$ cat src/include/t6502_cfg.svh
`ifndef T6502_CFG_SVH
`define T6502_CFG_SVH

// Register and data byte width
`define T6502_DATA_W    8

// Stack pointer comes up at the top of page one
`define T6502_SP_RESET  8'hFF

// I flag and the unused bit 5 set after reset
`define T6502_PSR_RESET 8'h24

// PSR bit positions
`define PSR_C 3'd0
`define PSR_Z 3'd1
`define PSR_I 3'd2
`define PSR_D 3'd3
`define PSR_V 3'd6
`define PSR_N 3'd7

`endif

$ cat src/t6502_pkg.sv
`default_nettype none

`include "t6502_cfg.svh"

package t6502_pkg;

    // Kept opcodes, real 6502 encodings
    typedef enum logic [`T6502_DATA_W-1:0] {
        OP_ASL = 8'h0A,
        OP_ROL = 8'h2A,
        OP_LSR = 8'h4A,
        OP_ROR = 8'h6A,
        OP_INX = 8'hE8,
        OP_INY = 8'hC8,
        OP_DEX = 8'hCA,
        OP_DEY = 8'h88,
        OP_TAX = 8'hAA,
        OP_TAY = 8'hA8,
        OP_TXA = 8'h8A,
        OP_TYA = 8'h98,
        OP_TSX = 8'hBA,
        OP_TXS = 8'h9A,
        OP_NOP = 8'hEA,
        OP_SEC = 8'h38,
        OP_CLC = 8'h18,
        OP_SED = 8'hF8,
        OP_CLD = 8'hD8,
        OP_SEI = 8'h78,
        OP_CLI = 8'h58,
        OP_CLV = 8'hB8,
        OP_ADC = 8'h69,
        OP_AND = 8'h29
    } opcode_e;

    // Decoder T-states
    typedef enum logic [1:0] {IDLE, T0, T1} seq_state_e;

    typedef enum logic [2:0] {ALU_ADD, ALU_AND, ALU_SHR} alu_op_e;

    // A operand source
    typedef enum logic [2:0] {SRC_ACC, SRC_X, SRC_Y, SRC_SP} src_sel_e;

    // B operand, B_SAME repeats the A operand for ASL and ROL
    typedef enum logic [1:0] {B_ZERO, B_ONES, B_SAME, B_IMM} b_sel_e;

    typedef enum logic [1:0] {CIN_ZERO, CIN_ONE, CIN_PSR} cin_sel_e;

    // Register written at the end of T1
    typedef enum logic [2:0] {DST_NONE, DST_ACC, DST_X, DST_Y, DST_SP} dst_sel_e;

endpackage

`default_nettype wire

$ cat src/execute_unit.sv
`default_nettype none

`include "t6502_cfg.svh"

module execute_unit (
    input  logic                     clk,
    input  logic                     rst_n,
    input  logic                     exec_en,
    input  t6502_pkg::alu_op_e       alu_op,
    input  t6502_pkg::src_sel_e      src_sel,
    input  t6502_pkg::b_sel_e        b_sel,
    input  t6502_pkg::cin_sel_e      cin_sel,
    input  t6502_pkg::dst_sel_e      dst_sel,
    input  logic                     upd_nz,
    input  logic                     upd_c,
    input  logic                     upd_v,
    input  logic                     psr_bit_en,
    input  logic [2:0]               psr_bit_sel,
    input  logic                     psr_bit_val,
    input  logic [`T6502_DATA_W-1:0] operand,
    output logic                     done,
    output logic [`T6502_DATA_W-1:0] acc,
    output logic [`T6502_DATA_W-1:0] idx_x,
    output logic [`T6502_DATA_W-1:0] idx_y,
    output logic [`T6502_DATA_W-1:0] sp,
    output logic [`T6502_DATA_W-1:0] psr
);
    import t6502_pkg::*;

    localparam int W = `T6502_DATA_W;

    logic [W-1:0] op_a;
    logic [W-1:0] op_b;
    logic         cin;
    logic [W:0]   sum;
    logic [W-1:0] alu_res;
    logic         alu_cout;
    logic         alu_ovf;
    logic [W-1:0] psr_next;

    // Operand selects
    always_comb begin
        case (src_sel)
            SRC_X:   op_a = idx_x;
            SRC_Y:   op_a = idx_y;
            SRC_SP:  op_a = sp;
            default: op_a = acc;
        endcase
    end

    always_comb begin
        case (b_sel)
            B_ONES:  op_b = '1;
            B_SAME:  op_b = op_a;
            B_IMM:   op_b = operand;
            default: op_b = '0;
        endcase
    end

    always_comb begin
        case (cin_sel)
            CIN_ONE: cin = 1'b1;
            CIN_PSR: cin = psr[`PSR_C];
            default: cin = 1'b0;
        endcase
    end

    assign sum = {1'b0, op_a} + {1'b0, op_b} + {{W{1'b0}}, cin};

    always_comb begin
        alu_cout = 1'b0;
        alu_ovf  = 1'b0;
        case (alu_op)
            ALU_AND: alu_res = op_a & op_b;
            // Carry-in enters at bit 7, bit 0 leaves as carry
            ALU_SHR: begin
                alu_res  = {cin, op_a[W-1:1]};
                alu_cout = op_a[0];
            end
            default: begin
                alu_res  = sum[W-1:0];
                alu_cout = sum[W];
                // Overflow when like-signed operands give a different sign
                alu_ovf  = (op_a[W-1] == op_b[W-1]) && (sum[W-1] != op_a[W-1]);
            end
        endcase
    end

    always_comb begin
        psr_next = psr;
        if (upd_nz) begin
            psr_next[`PSR_N] = alu_res[W-1];
            psr_next[`PSR_Z] = (alu_res == '0);
        end
        if (upd_c) begin
            psr_next[`PSR_C] = alu_cout;
        end
        if (upd_v) begin
            psr_next[`PSR_V] = alu_ovf;
        end
        if (psr_bit_en) begin
            psr_next[psr_bit_sel] = psr_bit_val;
        end
    end

    // Register file and PSR, written at the end of T1
    always_ff @(posedge clk or negedge rst_n) begin
        if (!rst_n) begin
            acc   <= '0;
            idx_x <= '0;
            idx_y <= '0;
            sp    <= `T6502_SP_RESET;
            psr   <= `T6502_PSR_RESET;
            done  <= 1'b0;
        end else begin
            done <= exec_en;
            if (exec_en) begin
                case (dst_sel)
                    DST_ACC: acc <= alu_res;
                    DST_X:   idx_x <= alu_res;
                    DST_Y:   idx_y <= alu_res;
                    DST_SP:  sp <= alu_res;
                    default: ;
                endcase
                psr <= psr_next;
            end
        end
    end

endmodule

`default_nettype wire

$ cat src/opcode_decoder.sv
`default_nettype none

`include "t6502_cfg.svh"

module opcode_decoder (
    input  logic                     clk,
    input  logic                     rst_n,
    input  logic                     start,
    input  logic [`T6502_DATA_W-1:0] opcode,
    output logic                     exec_en,
    output t6502_pkg::alu_op_e       alu_op,
    output t6502_pkg::src_sel_e      src_sel,
    output t6502_pkg::b_sel_e        b_sel,
    output t6502_pkg::cin_sel_e      cin_sel,
    output t6502_pkg::dst_sel_e      dst_sel,
    output logic                     upd_nz,
    output logic                     upd_c,
    output logic                     upd_v,
    output logic                     psr_bit_en,
    output logic [2:0]               psr_bit_sel,
    output logic                     psr_bit_val
);
    import t6502_pkg::*;

    seq_state_e               state;
    logic [`T6502_DATA_W-1:0] op_q;

    alu_op_e  alu_op_d;
    src_sel_e src_sel_d;
    b_sel_e   b_sel_d;
    cin_sel_e cin_sel_d;
    dst_sel_e dst_sel_d;
    logic     upd_nz_d;
    logic     upd_c_d;
    logic     upd_v_d;
    logic     psr_bit_en_d;
    logic [2:0] psr_bit_sel_d;
    logic     psr_bit_val_d;

    always_ff @(posedge clk or negedge rst_n) begin
        if (!rst_n) begin
            state <= IDLE;
        end else begin
            case (state)
                IDLE:    state <= start ? T0 : IDLE;
                T0:      state <= T1;
                default: state <= IDLE;
            endcase
        end
    end

    // Opcode captured as the sequencer leaves IDLE
    always_ff @(posedge clk) begin
        if (state == IDLE && start) begin
            op_q <= opcode;
        end
    end

    // T0 decode, defaults form the inactive word
    always_comb begin
        alu_op_d      = ALU_ADD;
        src_sel_d     = SRC_ACC;
        b_sel_d       = B_ZERO;
        cin_sel_d     = CIN_ZERO;
        dst_sel_d     = DST_NONE;
        upd_c_d       = 1'b0;
        upd_v_d       = 1'b0;
        psr_bit_en_d  = 1'b0;
        psr_bit_sel_d = `PSR_C;
        psr_bit_val_d = 1'b0;
        case (opcode_e'(op_q))
            // Bit 6 picks right shifts, bit 5 rotates through carry
            OP_ASL, OP_ROL, OP_LSR, OP_ROR: begin
                alu_op_d  = op_q[6] ? ALU_SHR : ALU_ADD;
                cin_sel_d = op_q[5] ? CIN_PSR : CIN_ZERO;
                b_sel_d   = B_SAME;
                dst_sel_d = DST_ACC;
                upd_c_d   = 1'b1;
            end
            OP_INX: begin
                src_sel_d = SRC_X;
                cin_sel_d = CIN_ONE;
                dst_sel_d = DST_X;
            end
            OP_INY: begin
                src_sel_d = SRC_Y;
                cin_sel_d = CIN_ONE;
                dst_sel_d = DST_Y;
            end
            // Decrement as add of all ones
            OP_DEX: begin
                src_sel_d = SRC_X;
                b_sel_d   = B_ONES;
                dst_sel_d = DST_X;
            end
            OP_DEY: begin
                src_sel_d = SRC_Y;
                b_sel_d   = B_ONES;
                dst_sel_d = DST_Y;
            end
            OP_TAX: dst_sel_d = DST_X;
            OP_TAY: dst_sel_d = DST_Y;
            OP_TXA: begin
                src_sel_d = SRC_X;
                dst_sel_d = DST_ACC;
            end
            OP_TYA: begin
                src_sel_d = SRC_Y;
                dst_sel_d = DST_ACC;
            end
            OP_TSX: begin
                src_sel_d = SRC_SP;
                dst_sel_d = DST_X;
            end
            OP_TXS: begin
                src_sel_d = SRC_X;
                dst_sel_d = DST_SP;
            end
            OP_NOP: ;
            // Opcode bit 5 is the new flag value for the set/clear pairs
            OP_SEC, OP_CLC: begin
                psr_bit_en_d  = 1'b1;
                psr_bit_sel_d = `PSR_C;
                psr_bit_val_d = op_q[5];
            end
            OP_SED, OP_CLD: begin
                psr_bit_en_d  = 1'b1;
                psr_bit_sel_d = `PSR_D;
                psr_bit_val_d = op_q[5];
            end
            OP_SEI, OP_CLI: begin
                psr_bit_en_d  = 1'b1;
                psr_bit_sel_d = `PSR_I;
                psr_bit_val_d = op_q[5];
            end
            OP_CLV: begin
                psr_bit_en_d  = 1'b1;
                psr_bit_sel_d = `PSR_V;
            end
            // Binary mode only, D is not looked at
            OP_ADC: begin
                b_sel_d   = B_IMM;
                cin_sel_d = CIN_PSR;
                dst_sel_d = DST_ACC;
                upd_c_d   = 1'b1;
                upd_v_d   = 1'b1;
            end
            OP_AND: begin
                alu_op_d  = ALU_AND;
                b_sel_d   = B_IMM;
                dst_sel_d = DST_ACC;
            end
            default: ;
        endcase
        // Every write to A, X or Y sets N and Z, TXS leaves the flags alone
        upd_nz_d = (dst_sel_d != DST_NONE) && (dst_sel_d != DST_SP);
    end

    always_ff @(posedge clk or negedge rst_n) begin
        if (!rst_n) begin
            alu_op      <= ALU_ADD;
            src_sel     <= SRC_ACC;
            b_sel       <= B_ZERO;
            cin_sel     <= CIN_ZERO;
            dst_sel     <= DST_NONE;
            upd_nz      <= 1'b0;
            upd_c       <= 1'b0;
            upd_v       <= 1'b0;
            psr_bit_en  <= 1'b0;
            psr_bit_sel <= `PSR_C;
            psr_bit_val <= 1'b0;
        end else if (state == T0) begin
            alu_op      <= alu_op_d;
            src_sel     <= src_sel_d;
            b_sel       <= b_sel_d;
            cin_sel     <= cin_sel_d;
            dst_sel     <= dst_sel_d;
            upd_nz      <= upd_nz_d;
            upd_c       <= upd_c_d;
            upd_v       <= upd_v_d;
            psr_bit_en  <= psr_bit_en_d;
            psr_bit_sel <= psr_bit_sel_d;
            psr_bit_val <= psr_bit_val_d;
        end
    end

    assign exec_en = (state == T1);

endmodule

`default_nettype wire

$ cat src/result_port.sv
`default_nettype none

`include "t6502_cfg.svh"

module result_port (
    input  logic                     clk,
    input  logic                     rst_n,
    input  logic                     req,
    input  logic                     done,
    input  logic [`T6502_DATA_W-1:0] acc_in,
    input  logic [`T6502_DATA_W-1:0] x_in,
    input  logic [`T6502_DATA_W-1:0] y_in,
    input  logic [`T6502_DATA_W-1:0] sp_in,
    input  logic [`T6502_DATA_W-1:0] psr_in,
    output logic                     start,
    output logic                     ack,
    output logic [`T6502_DATA_W-1:0] acc,
    output logic [`T6502_DATA_W-1:0] idx_x,
    output logic [`T6502_DATA_W-1:0] idx_y,
    output logic [`T6502_DATA_W-1:0] sp,
    output logic [`T6502_DATA_W-1:0] psr
);
    typedef enum logic [1:0] {PORT_IDLE, PORT_BUSY, PORT_ACK} port_state_e;

    port_state_e state;

    // Start lasts one cycle since the FSM leaves idle on the same edge
    assign start = (state == PORT_IDLE) && req;
    assign ack   = (state == PORT_ACK);

    always_ff @(posedge clk or negedge rst_n) begin
        if (!rst_n) begin
            state <= PORT_IDLE;
        end else begin
            case (state)
                PORT_IDLE: state <= req ? PORT_BUSY : PORT_IDLE;
                PORT_BUSY: state <= done ? PORT_ACK : PORT_BUSY;
                PORT_ACK:  state <= req ? PORT_ACK : PORT_IDLE;
                default:   state <= PORT_IDLE;
            endcase
        end
    end

    // Visible registers only move when ack rises
    always_ff @(posedge clk or negedge rst_n) begin
        if (!rst_n) begin
            acc   <= '0;
            idx_x <= '0;
            idx_y <= '0;
            sp    <= `T6502_SP_RESET;
            psr   <= `T6502_PSR_RESET;
        end else if (done) begin
            acc   <= acc_in;
            idx_x <= x_in;
            idx_y <= y_in;
            sp    <= sp_in;
            psr   <= psr_in;
        end
    end

endmodule

`default_nettype wire

$ cat src/t6502_seq.sv
`default_nettype none

`include "t6502_cfg.svh"

module t6502_seq (
    input  logic                     clk,
    input  logic                     rst_n,
    input  logic                     req,
    input  logic [`T6502_DATA_W-1:0] opcode,
    input  logic [`T6502_DATA_W-1:0] operand,
    output logic                     ack,
    output logic [`T6502_DATA_W-1:0] acc,
    output logic [`T6502_DATA_W-1:0] idx_x,
    output logic [`T6502_DATA_W-1:0] idx_y,
    output logic [`T6502_DATA_W-1:0] sp,
    output logic [`T6502_DATA_W-1:0] psr
);
    import t6502_pkg::*;

    logic     start;
    logic     exec_en;
    logic     done;
    alu_op_e  alu_op;
    src_sel_e src_sel;
    b_sel_e   b_sel;
    cin_sel_e cin_sel;
    dst_sel_e dst_sel;
    logic     upd_nz;
    logic     upd_c;
    logic     upd_v;
    logic     psr_bit_en;
    logic [2:0] psr_bit_sel;
    logic     psr_bit_val;

    // Live register file, before the result latch
    logic [`T6502_DATA_W-1:0] acc_q;
    logic [`T6502_DATA_W-1:0] x_q;
    logic [`T6502_DATA_W-1:0] y_q;
    logic [`T6502_DATA_W-1:0] sp_q;
    logic [`T6502_DATA_W-1:0] psr_q;

    opcode_decoder opcode_decoder_inst (
        .clk         (clk),
        .rst_n       (rst_n),
        .start       (start),
        .opcode      (opcode),
        .exec_en     (exec_en),
        .alu_op      (alu_op),
        .src_sel     (src_sel),
        .b_sel       (b_sel),
        .cin_sel     (cin_sel),
        .dst_sel     (dst_sel),
        .upd_nz      (upd_nz),
        .upd_c       (upd_c),
        .upd_v       (upd_v),
        .psr_bit_en  (psr_bit_en),
        .psr_bit_sel (psr_bit_sel),
        .psr_bit_val (psr_bit_val)
    );

    execute_unit execute_unit_inst (
        .clk         (clk),
        .rst_n       (rst_n),
        .exec_en     (exec_en),
        .alu_op      (alu_op),
        .src_sel     (src_sel),
        .b_sel       (b_sel),
        .cin_sel     (cin_sel),
        .dst_sel     (dst_sel),
        .upd_nz      (upd_nz),
        .upd_c       (upd_c),
        .upd_v       (upd_v),
        .psr_bit_en  (psr_bit_en),
        .psr_bit_sel (psr_bit_sel),
        .psr_bit_val (psr_bit_val),
        .operand     (operand),
        .done        (done),
        .acc         (acc_q),
        .idx_x       (x_q),
        .idx_y       (y_q),
        .sp          (sp_q),
        .psr         (psr_q)
    );

    result_port result_port_inst (
        .clk    (clk),
        .rst_n  (rst_n),
        .req    (req),
        .done   (done),
        .acc_in (acc_q),
        .x_in   (x_q),
        .y_in   (y_q),
        .sp_in  (sp_q),
        .psr_in (psr_q),
        .start  (start),
        .ack    (ack),
        .acc    (acc),
        .idx_x  (idx_x),
        .idx_y  (idx_y),
        .sp     (sp),
        .psr    (psr)
    );

endmodule

`default_nettype wire

$ cat config.mk
export PLATFORM = sky130hd
export DESIGN_NAME = t6502_seq
export DESIGN_NICKNAME = d
export VERILOG_FILES = /design/src/t6502_pkg.sv /design/src/execute_unit.sv /design/src/opcode_decoder.sv /design/src/result_port.sv /design/src/t6502_seq.sv
export VERILOG_INCLUDE_DIRS = /design/src /design/src/include
export SDC_FILE = /design/constraint.sdc
export NUM_CORES = 1
export LEC_CHECK = 0
export BUFFER_PORTS_ARGS = -buffer_cell sky130_fd_sc_hd__buf_4
export CAP_MARGIN = 40
export CORE_MARGIN = 2
export CORE_UTILIZATION = 30
export DETAILED_ROUTE_END_ITERATION = 10
export SKIP_CTS_REPAIR_TIMING = 1
export SLEW_MARGIN = 20
export SYNTH_ARGS = -nofsm -noshare
export SYNTH_HDL_FRONTEND = slang
export SYNTH_HIERARCHICAL = 1
export SYNTH_SLANG_ARGS = --single-unit
$ cat constraint.sdc
create_clock -name clk -period 3.9 [get_ports clk]
set_input_delay 0.78 -clock clk [delete_from_list [all_inputs] [get_ports clk]]
set_output_delay 0.78 -clock clk [all_outputs]
set_load 0.05 [all_outputs]
==> impl.org, run 1 <==
** Floorplanning
- Core area :: 0.0194 mm^2
- Die outline area :: 0.0208 mm^2
- The die is 144 um tall.
- For this design the top-level I/O count stands at 60.
- Number of standard-cell rows in the floorplan :: 51
- For this configuration, the core starts out at a cell density of 0.304.
- Die X-Extent :: 144 um

** Finish
- Footprint of the flip-flops and latches :: 0.00287 mm^2
- Synthesis-to-finish area growth :: 16.5%
- For this run, the post-layout net count is 624.
- Fill cells in the final layout number 1960.
- For this run, the share of the core covered by cells in the final layout is 0.355.
- The number of antenna diodes in the final layout is 0.
- Layout cells sized above 1 :: 0.283
- Fin cells :: 863
- Area taken by multi-input logic gates :: 0.00272 mm^2

** Synthesis
- Share of cell area taken by muxes after synthesis :: 0.127
- For this run, asynchronously set or reset flops after synthesis account for 0.929.
- For this run, the leading register cell type out of synthesis is dfrtp_1.
- Share of the synthesized netlist area taken by xor and xnor gates :: 0.00742
- Fraction of the mapped netlist area in adder cells :: 0.0297
- Of the total synthesized cell area, the portion taken by AND, OR, NAND and NOR gates is 0.142.
- Post-Synthesis Cell Area :: 0.00591 mm^2
- Count of flip-flops with a built-in enable after synthesis :: 8
- Largest family of logic cells by synthesized area :: compound AO/OA/AOI/OAI gates
- Of the post-synthesis cell area, the dominant cell type holds 0.356.
- Of all cell types, the one taking the most synthesized area is dfrtp_1.
- For this run, the register share of the synthesized area comes to 0.486.
- Counting distinct cell types in the post-synthesis netlist gives 78.
- FF+latch count, synth :: 112
- During synthesis, Yosys emitted a total of 6 warnings.
- Top area cells in the synthesized netlist :: dfrtp_1, mux2_4, dfstp_2, edfxtp_1, nand2_1
- Synth Area in Compound Gates :: 0.154
- Synthesized area divided by synthesized cell count :: 11.0 um^2
- Synthesis handed over a netlist of 537 instances.

** STA
- Maximum clock frequency :: 279 MHz
- Max-slew headroom at the worst pin :: 0.503
- Slew at the pin closest to its max-slew limit :: 0.745 ns
- Final worst-path cycle share :: 0.921
- The final count of pins violating max slew was 0.
- Total negative slack for setup checks :: 0 ns
- Final setup margin :: 0.310 ns
- Setup repair after global routing missed its margin :: no
- The number of hold violations in the final report is 0.
- Clock skew on the completed layout was measured at 0.0118 ns.
- The clock period could shrink to 3.59 ns.
- Setup violations remaining at the end of the flow were counted as 0.

** Clocking
- Clock Latency Late Sink :: 0.36 ns
- TritonCTS clock tree :: done
- Count of clock tree sinks :: 112
- The tree is rooted in a clkbuf_16.
- The H-tree generated during clock tree synthesis spans 3 levels.
- Clock buffer count from CTS :: 9
- Reg clk slew, reported paths :: 0.08 ns
- Counting along the longest clock path gives a buffer depth of 2.

** Power and ir drop
- Highest ir drop seen on vdd :: 240 uV
- Summed over all cells, the static leakage comes to 0.00291 uW.
- Dividing total power by cell area gives a power density of 744 mW/mm^2.

** Global routing
- The first global-routing pass estimated 22300 um of wire.
- The number of antenna violations at the first check in global routing came to 0.
- Largest net degree at the start of global routing :: 52
- Overall global routing resource usage :: 0.139
- After global routing the overflow that remains totals 0.
- The via count of the first global-routing pass came to 4062.

** Worst setup path
- The worst setup path is captured at a register.
- Category of the most critical setup path :: reg -> reg
- CP Data Required Time :: 4.18 ns
- Crit Path Max Fanout :: 13
- Critical path startpoint category :: register
- Critical Path AT :: 3.87 ns

** Status
- The flow ran to the end, and the final reports show no timing, DRC or antenna violations.

** Worst hold path
- Min-Delay Path Class :: in -> async

** Placed design
- Prior to clock tree synthesis, the placed netlist has a worst setup slack of 0.252 ns.
- Summed over all nets, the half-perimeter wirelength after detailed placement is 10700 um.
- Including well taps, the total number of placed cells is 847.
- Placer congestion estimate :: 0.899
- Number of I/O port buffers :: 59

** Flow run
- Reported max-cap violation count :: 0

** Drt
- In this run, the number of DRC markers left after iteration 0 of detailed routing was 258.
- Post-detailed-route count of antenna-violating nets :: 0
- First-pass DRT Iterations :: 5
- DRC violation count after routing :: 0
- After detailed routing, the number of vias per cell comes to 4.91.
- The final route contains 4239 vias.
- Summed over all layers, the routed wires come to 13900 um.
- Wire length per cell after detailed routing :: 16.1 um
-- critical path: stages (launching register included) --
cell     delay, ns
dfrtp_1       0.56
nor2_1        0.17
a32o_1        0.30
nor2_1        0.25
a21oi_1       0.12
a31oi_1       0.27
ha_1          0.29
nor2b_1       0.14
o31a_1        0.28
o31a_1        0.30
or4_1         0.43
and3_1        0.25
o21ai_1       0.15
-- per-layer routing --
| metal | track usage | routed length (um) |
|---|---|---|
| met3 | 0.0315 | 666 |
| met5 | 0 | 0 |
| met4 | 0.0291 | 149 |
| met2 | 0.231 | 6830 |
| met1 | 0.185 | 6270 |
-- cells in the mapped netlist (4+ instances only) --
| cell | number |
|---|---|
| clkbuf_1 | 8 |
| mux2_4 | 40 |
| buf_4 | 4 |
| edfxtp_1 | 8 |
| nand3_1 | 10 |
| dfrtp_1 | 84 |
| buf_6 | 6 |
| nand3b_1 | 7 |
| o31ai_1 | 4 |
| o21ai_1 | 15 |
| a31oi_1 | 9 |
| a221oi_1 | 5 |
| o21ai_0 | 39 |
| ha_1 | 10 |
| nand2_1 | 64 |
| a211oi_1 | 4 |
| mux2_2 | 5 |
| and3_1 | 4 |
| nand2b_1 | 11 |
| dfstp_2 | 20 |
| inv_1 | 22 |
| a21oi_1 | 20 |
| nor2_1 | 28 |
| nor2b_1 | 11 |
| mux2i_1 | 8 |
| buf_12 | 4 |
| nor3_1 | 7 |
-- power by group --
| group | internal [uW] | switching [uW] |
|---|---|---|
| Combinational | 972 | 1380 |
| Clock | 509 | 447 |
| Sequential | 1480 | 329 |
-- final cells by class --
cell class              count  area share
clock buffers              10      0.0333
clock inverters             6      0.0111
inverters                  23      0.0126
multi-input cells         375       0.396
flip-flops and latches    112       0.417
well taps                 265      0.0482
repair buffers             72      0.0815
-- state kept, by name, indices dropped and copies added, names as in the netlist, 2 cells and up, named ones only --
signal and cells:
opcode_decoder_inst/dst_sel 3, execute_unit_inst/idx_x 8, result_port_inst/acc 8, opcode_decoder_inst/src_sel 2, opcode_decoder_inst/state 2, result_port_inst/idx_x 8
execute_unit_inst/psr 4, execute_unit_inst/acc 8, result_port_inst/psr 8, execute_unit_inst/idx_y 8, opcode_decoder_inst/cin_sel 2, result_port_inst/sp 8
result_port_inst/state 2, opcode_decoder_inst/psr_bit_sel 3, result_port_inst/idx_y 8, opcode_decoder_inst/b_sel 2, execute_unit_inst/sp 8, opcode_decoder_inst/alu_op 2
opcode_decoder_inst/op_q 8
-- through the flow --
| step | cell area (um^2) | hold WS [ns] | total power [uW] |
|---|---|---|---|
| 6_report | 6880 | 0.318 | 5120 |
| 5_1_grt | 6880 | 0.328 | 5440 |
| 4_1_cts | 6870 | 0.322 | 5170 |
| 3_5_place_dp | 6570 | 0.471 | 4200 |
| 3_3_place_gp | 6540 | 0.469 | 4160 |
| 2_1_floorplan | 5910 | 0.444 | 3520 |
-- final timing paths --
path                       cells after the start                            from  slack [ns]                         to
setup / recovery                              12  opcode_decoder_inst/src_sel[0]        0.31    execute_unit_inst/sp[7]
hold / removal                                 1                           rst_n        0.32  result_port_inst/idx_y[1]
setup reg to reg                              12  opcode_decoder_inst/src_sel[0]        0.31    execute_unit_inst/sp[7]
hold reg to reg                                2         execute_unit_inst/sp[5]        0.48    execute_unit_inst/sp[5]
max in group asynchronous                      3                           rst_n        2.67    result_port_inst/psr[5]
min in group clk                               2         execute_unit_inst/sp[5]        0.48    execute_unit_inst/sp[5]
-- placed cells by master, fill, tap and decap left out, types with 3 or more instances in the layout --
cell	Yosys	layout
o21ai_0	39	39
o31ai_1	4	4
o21ai_1	15	15
nand3_1	10	10
nor4bb_1	3	3
and3_1	4	4
nor2b_1	11	10
nor3b_1	3	3
nand2b_1	11	11
xnor2_1	3	3
a31oi_1	9	9
or2_2	3	3
mux2i_1	8	8
clkinv_4	0	3
clkbuf_16	0	9
nor2_1	28	28
mux2_4	40	40
a221oi_1	5	5
nand3b_1	7	7
dfstp_2	20	20
a211oi_1	4	4
ha_1	10	10
a21oi_1	20	20
inv_1	22	22
mux2_2	5	5
a32oi_1	3	3
buf_4	4	71
edfxtp_1	8	8
dfrtp_1	84	82
nor3_1	7	7
nand2_1	64	64
o22ai_1	3	3
-- logic make-up (layout without fill, tap and decap cells) --
logic type      count (synthesis)  count (layout)
flops                         112             112
mux                            54              54
other cells                     1               2
xor+xnor                        5               5
compound gates                136             136
fa+ha+maj                      13              13
simple gates                  165             165
buf+inv                        51             111
(Power assumes the default switching activity.)
==> run 2, diff against run 1 <==
--- a/config.mk
+++ b/config.mk
@@ -6,6 +6,7 @@
 export SDC_FILE = /design/constraint.sdc
 export NUM_CORES = 1
 export LEC_CHECK = 0
+export ABC_AREA = 1
 export BUFFER_PORTS_ARGS = -buffer_cell sky130_fd_sc_hd__buf_4
 export CAP_MARGIN = 40
 export CORE_MARGIN = 2
==> run 2 against run 1 <==
- via count grew 12%
- routed wire length shrank 2.5%
- register-to-register slack gained 0.09 ns
- largest cell class unchanged
==> impl.org, run 2 <==
** Worst setup path
- The minimum setup slack among reg-to-reg paths was 0.40 ns (+0.09 ns).
- The critical path goes through nand3_1, o211ai_1, o21ai_0, inv_1, nand2_1, nand2_1, inv_1, fa_1, inv_1, fa_1, or2_2, nand2_1, nand3_1, nor2_1, nand2_1, nand2_1, nand2_1, nand2_1.
- The data required time of the critical path came to 4.20 ns (+0.02 ns).
- Cell with the largest stage delay on the worst path :: dfrtp_1
- Number of buffer and inverter instances along the worst setup path :: 3 (+3)
- Crit Path Max Fanout :: 7 (-6)
- The instance count on the critical path is 18 (+6).
- Critical Path AT :: 3.80 ns (-0.07 ns)
- Highest cell delay on the worst timing path :: 0.49 ns (-0.07 ns)
- STA classifies the critical path endpoint as a register.
- The cell that appears most often on the critical path is nand2_1.
- In this design, the largest share of critical-path delay is due to simple AND/OR/NAND/NOR gates.
- Category of the most critical setup path :: reg -> reg
- The depth of the most critical reg-to-reg path was 18 (+6).
- The worst setup path is launched from a register.

** Synthesis
- For this run, the leading register cell type out of synthesis is dfrtp_1.
- Share of synthesized flip-flops with an asynchronous set or reset :: 0.929 (unchanged)
- Synth Area in Compound Gates :: 0.0713 (-0.0827)
- Largest family of logic cells by synthesized area :: simple AND/OR/NAND/NOR gates
- Count of flip-flops with a built-in enable after synthesis :: 8 (unchanged)
- Cell with the most instances after synthesis :: nand2_1
- The simple-gate portion of the synthesized area is 0.327 (+0.185).
- The number of warnings printed during yosys synthesis came to 6 (unchanged).
- Largest area contributor in the netlist :: dfrtp_1
- Post-Synthesis Cell Area :: 0.00581 mm^2 (-1.7%)
- Share of cell area taken by muxes after synthesis :: 0 (-0.127)
- The cell count after synthesis is 754 (+40%).
- Top area cells in the synthesized netlist :: dfrtp_1, nand2_1, dfstp_2, inv_1, nor2_1
- The synthesized-area fraction occupied by xor and xnor cells was 0.00151 (-0.00591).
- Most frequent cells after synthesis :: nand2_1, dfrtp_1, inv_1
- Unique masters post-synth :: 41 (-47%)
- The adder and majority cell fraction of the synthesized area came to 0.0284 (-0.00121).
- Part of the Yosys area used for sequential elements :: 0.494 (+0.00837)
- Proportion of netlist area held by the largest area contributor :: 0.362 (+0.00614)
- The post-synthesis register bit count came to 112 (unchanged).
- The per-instance average area after synthesis came to 7.70 um^2 (-30%).

** Floorplanning
- Top-level port count :: 60 (unchanged)
- Starting density of the core :: 0.308 (+0.00387)
- The area of the core came to 0.0188 mm^2 (-2.9%).
- Height of the chip :: 143 um (-0.83%)
- Number of standard-cell rows in the floorplan :: 50 (-2.0%)
- The die boundary width came to 143 um (-0.83%).
- The full die area was 0.0205 mm^2 (-1.6%).

** Finish
- Final nets :: 846 (+36%)
- The fraction of layout instances using a drive strength above 1 came to 0.161 (-0.122).
- Leaving out fill and tap cells, the most frequent cell in the layout is nand2_1.
- The number of inserted diodes was 0 (unchanged).
- Most frequent cells in the layout :: nand2_1, dfrtp_1, inv_1
- Synthesis-to-finish area growth :: 17.5%
- Number of filler cells placed in the layout :: 1995 (+1.8%)

** Drt
- Wire length per cell after detailed routing :: 12.6 um (-22%)
- The post-route antenna net violation count is 0 (unchanged).
- Overall via count from detail_route :: 4766 (+12%)
- The iteration-0 DRC count of the detailed router was 279 (+8.1%).
- The detailed-router iteration count before antenna repair is 4 (-1).
- The number of remaining DRC errors is 0 (unchanged).
- The sum of routed wire length over all layers is 13600 um (-2.5%).
- The via density per instance is 4.41 (-10%).

** Placed design
- Half-perimeter wire length of the detailed placement result :: 10500 um (-2.3%)
- The number of buffer cells added on primary ports is 59 (unchanged).
- The routability-driven placement congestion ratio is 0.899 (about the same).

** Clocking
- Buffer levels on the longest clock path :: 2 (unchanged)
- TritonCTS clock tree :: done
- Clock buffer count from CTS :: 9 (unchanged)
- Count of clock tree sinks :: 112 (unchanged)
- CTS placed an instance of clkbuf_16 at the clock tree root.
- The clock latency of the later-clocked register in the worst-skew pair is 0.36 ns (about the same).
- The depth of the CTS H-tree came to 3 (unchanged).
- The clock-pin slew reported for the worst setup and hold paths after clock tree synthesis was 0.08 ns (about the same).

** Global routing
- Number of antenna violations at the first check in global routing :: 0 (unchanged)
- The via count of the first global-routing pass is 4590 (+13%).
- The first-pass GRT wire length is 22700 um (+1.9%).
- The global router's overall resource usage is 0.140 (+0.00106).
- The aggregate global routing overflow was 0 (unchanged).
- Largest net degree at the start of global routing :: 57 (+9.6%)

** STA
- Total negative slack for setup checks :: 0 ns (unchanged)
- Maximum clock skew at final layout :: 0.00863 ns (-0.00322 ns)
- The number of hold violations in the final report is 0 (unchanged).
- Setup repair after global routing left no endpoint under its margin.
- The minimum clock period after layout came to 3.50 ns (-0.0893 ns).
- The final count of pins violating max slew is 0 (unchanged).
- The share of the cycle needed by the critical path after routing is 0.898 (-0.0229).
- The actual transition at the worst max-transition pin came to 0.632 ns (-0.113 ns).
- Max-slew headroom at the worst pin :: 0.579 (+0.0754)
- Maximum clock frequency :: 286 MHz (+2.6%)
- Finish-stage setup viols :: 0 (unchanged)

** Power and ir drop
- Total Power :: 6030 uW (+18%)
- The static power due to leakage is 0.00351 uW (+21%).
- The areal power density over the cells is 884 mW/mm^2 (+19%).
- Highest ir drop seen on vdd :: 275 uV (+15%)

** Worst hold path
- The path class of the tightest hold or removal check is in -> async.

** Status
- Run status :: complete, no violations

** Flow run
- The number of violations of the max-capacitance limit was 0 (unchanged).
## run 2: logic make-up (layout without fill, tap and decap cells)
kind of cell	Yosys count	in the layout
simple gates	453	453
flops	112	112
buf+inv	99	164
compound gates	76	76
fa+ha+maj	12	12
other cells	1	2
xor+xnor	1	1
## run 2: final cells by class
| type | instances | area, um^2 | area share |
|---|---|---|---|
| inverter | 83 | 319 | 0.0468 |
| sequential | 112 | 2870 | 0.420 |
| clock buffer | 9 | 225 | 0.0330 |
| clock inverter | 7 | 70.1 | 0.0103 |
| tap | 260 | 325 | 0.0477 |
| timing repair buffer | 65 | 520 | 0.0763 |
| multi-input combinational | 544 | 2490 | 0.366 |
## run 2: report_power, final
| group | total (uW) | switching (uW) | internal [uW] |
|---|---|---|---|
| sequential | 1880 | 300 | 1580 |
| clock | 924 | 468 | 456 |
| combinational | 3220 | 2240 | 988 |
| total | 6030 | 3000 | 3030 |
## run 2: final timing paths
check,to,startpoint
setup / recovery,execute_unit_inst/psr[1],opcode_decoder_inst/src_sel[0]
hold / removal,result_port_inst/acc[5],rst_n
setup reg to reg,execute_unit_inst/psr[1],opcode_decoder_inst/src_sel[0]
hold reg to reg,result_port_inst/psr[5],result_port_inst/psr[5]
max in group asynchronous,async pin,rst_n
min in group clk,result_port_inst/psr[5],result_port_inst/psr[5]
## run 2: layer usage
layer / routed length [um] / vias up / share of wire / track usage
met3: 494 / 18 / 0.036 / 0.0262
met5: 0 / - / 0 / 0
li1: - / 2480 / - / -
met2: 6440 / 78 / 0.47 / 0.231
met1: 6410 / 2190 / 0.47 / 0.185
met4: 233 / 0 / 0.017 / 0.0438
## run 2: per-stage QoR
stage	hold WS, ns	utilization	area, um^2	std cells	setup WS (ns)
4_1_cts	0.253	0.362	6820	1080	0.398
2_1_floorplan	0.446	-	5810	755	0.932
3_3_place_gp	0.454	0.345	6500	1063	0.538
5_1_grt	0.262	0.362	6820	1080	0.0889
6_report	0.262	0.362	6820	1080	0.399
3_5_place_dp	0.456	0.347	6530	1064	0.432
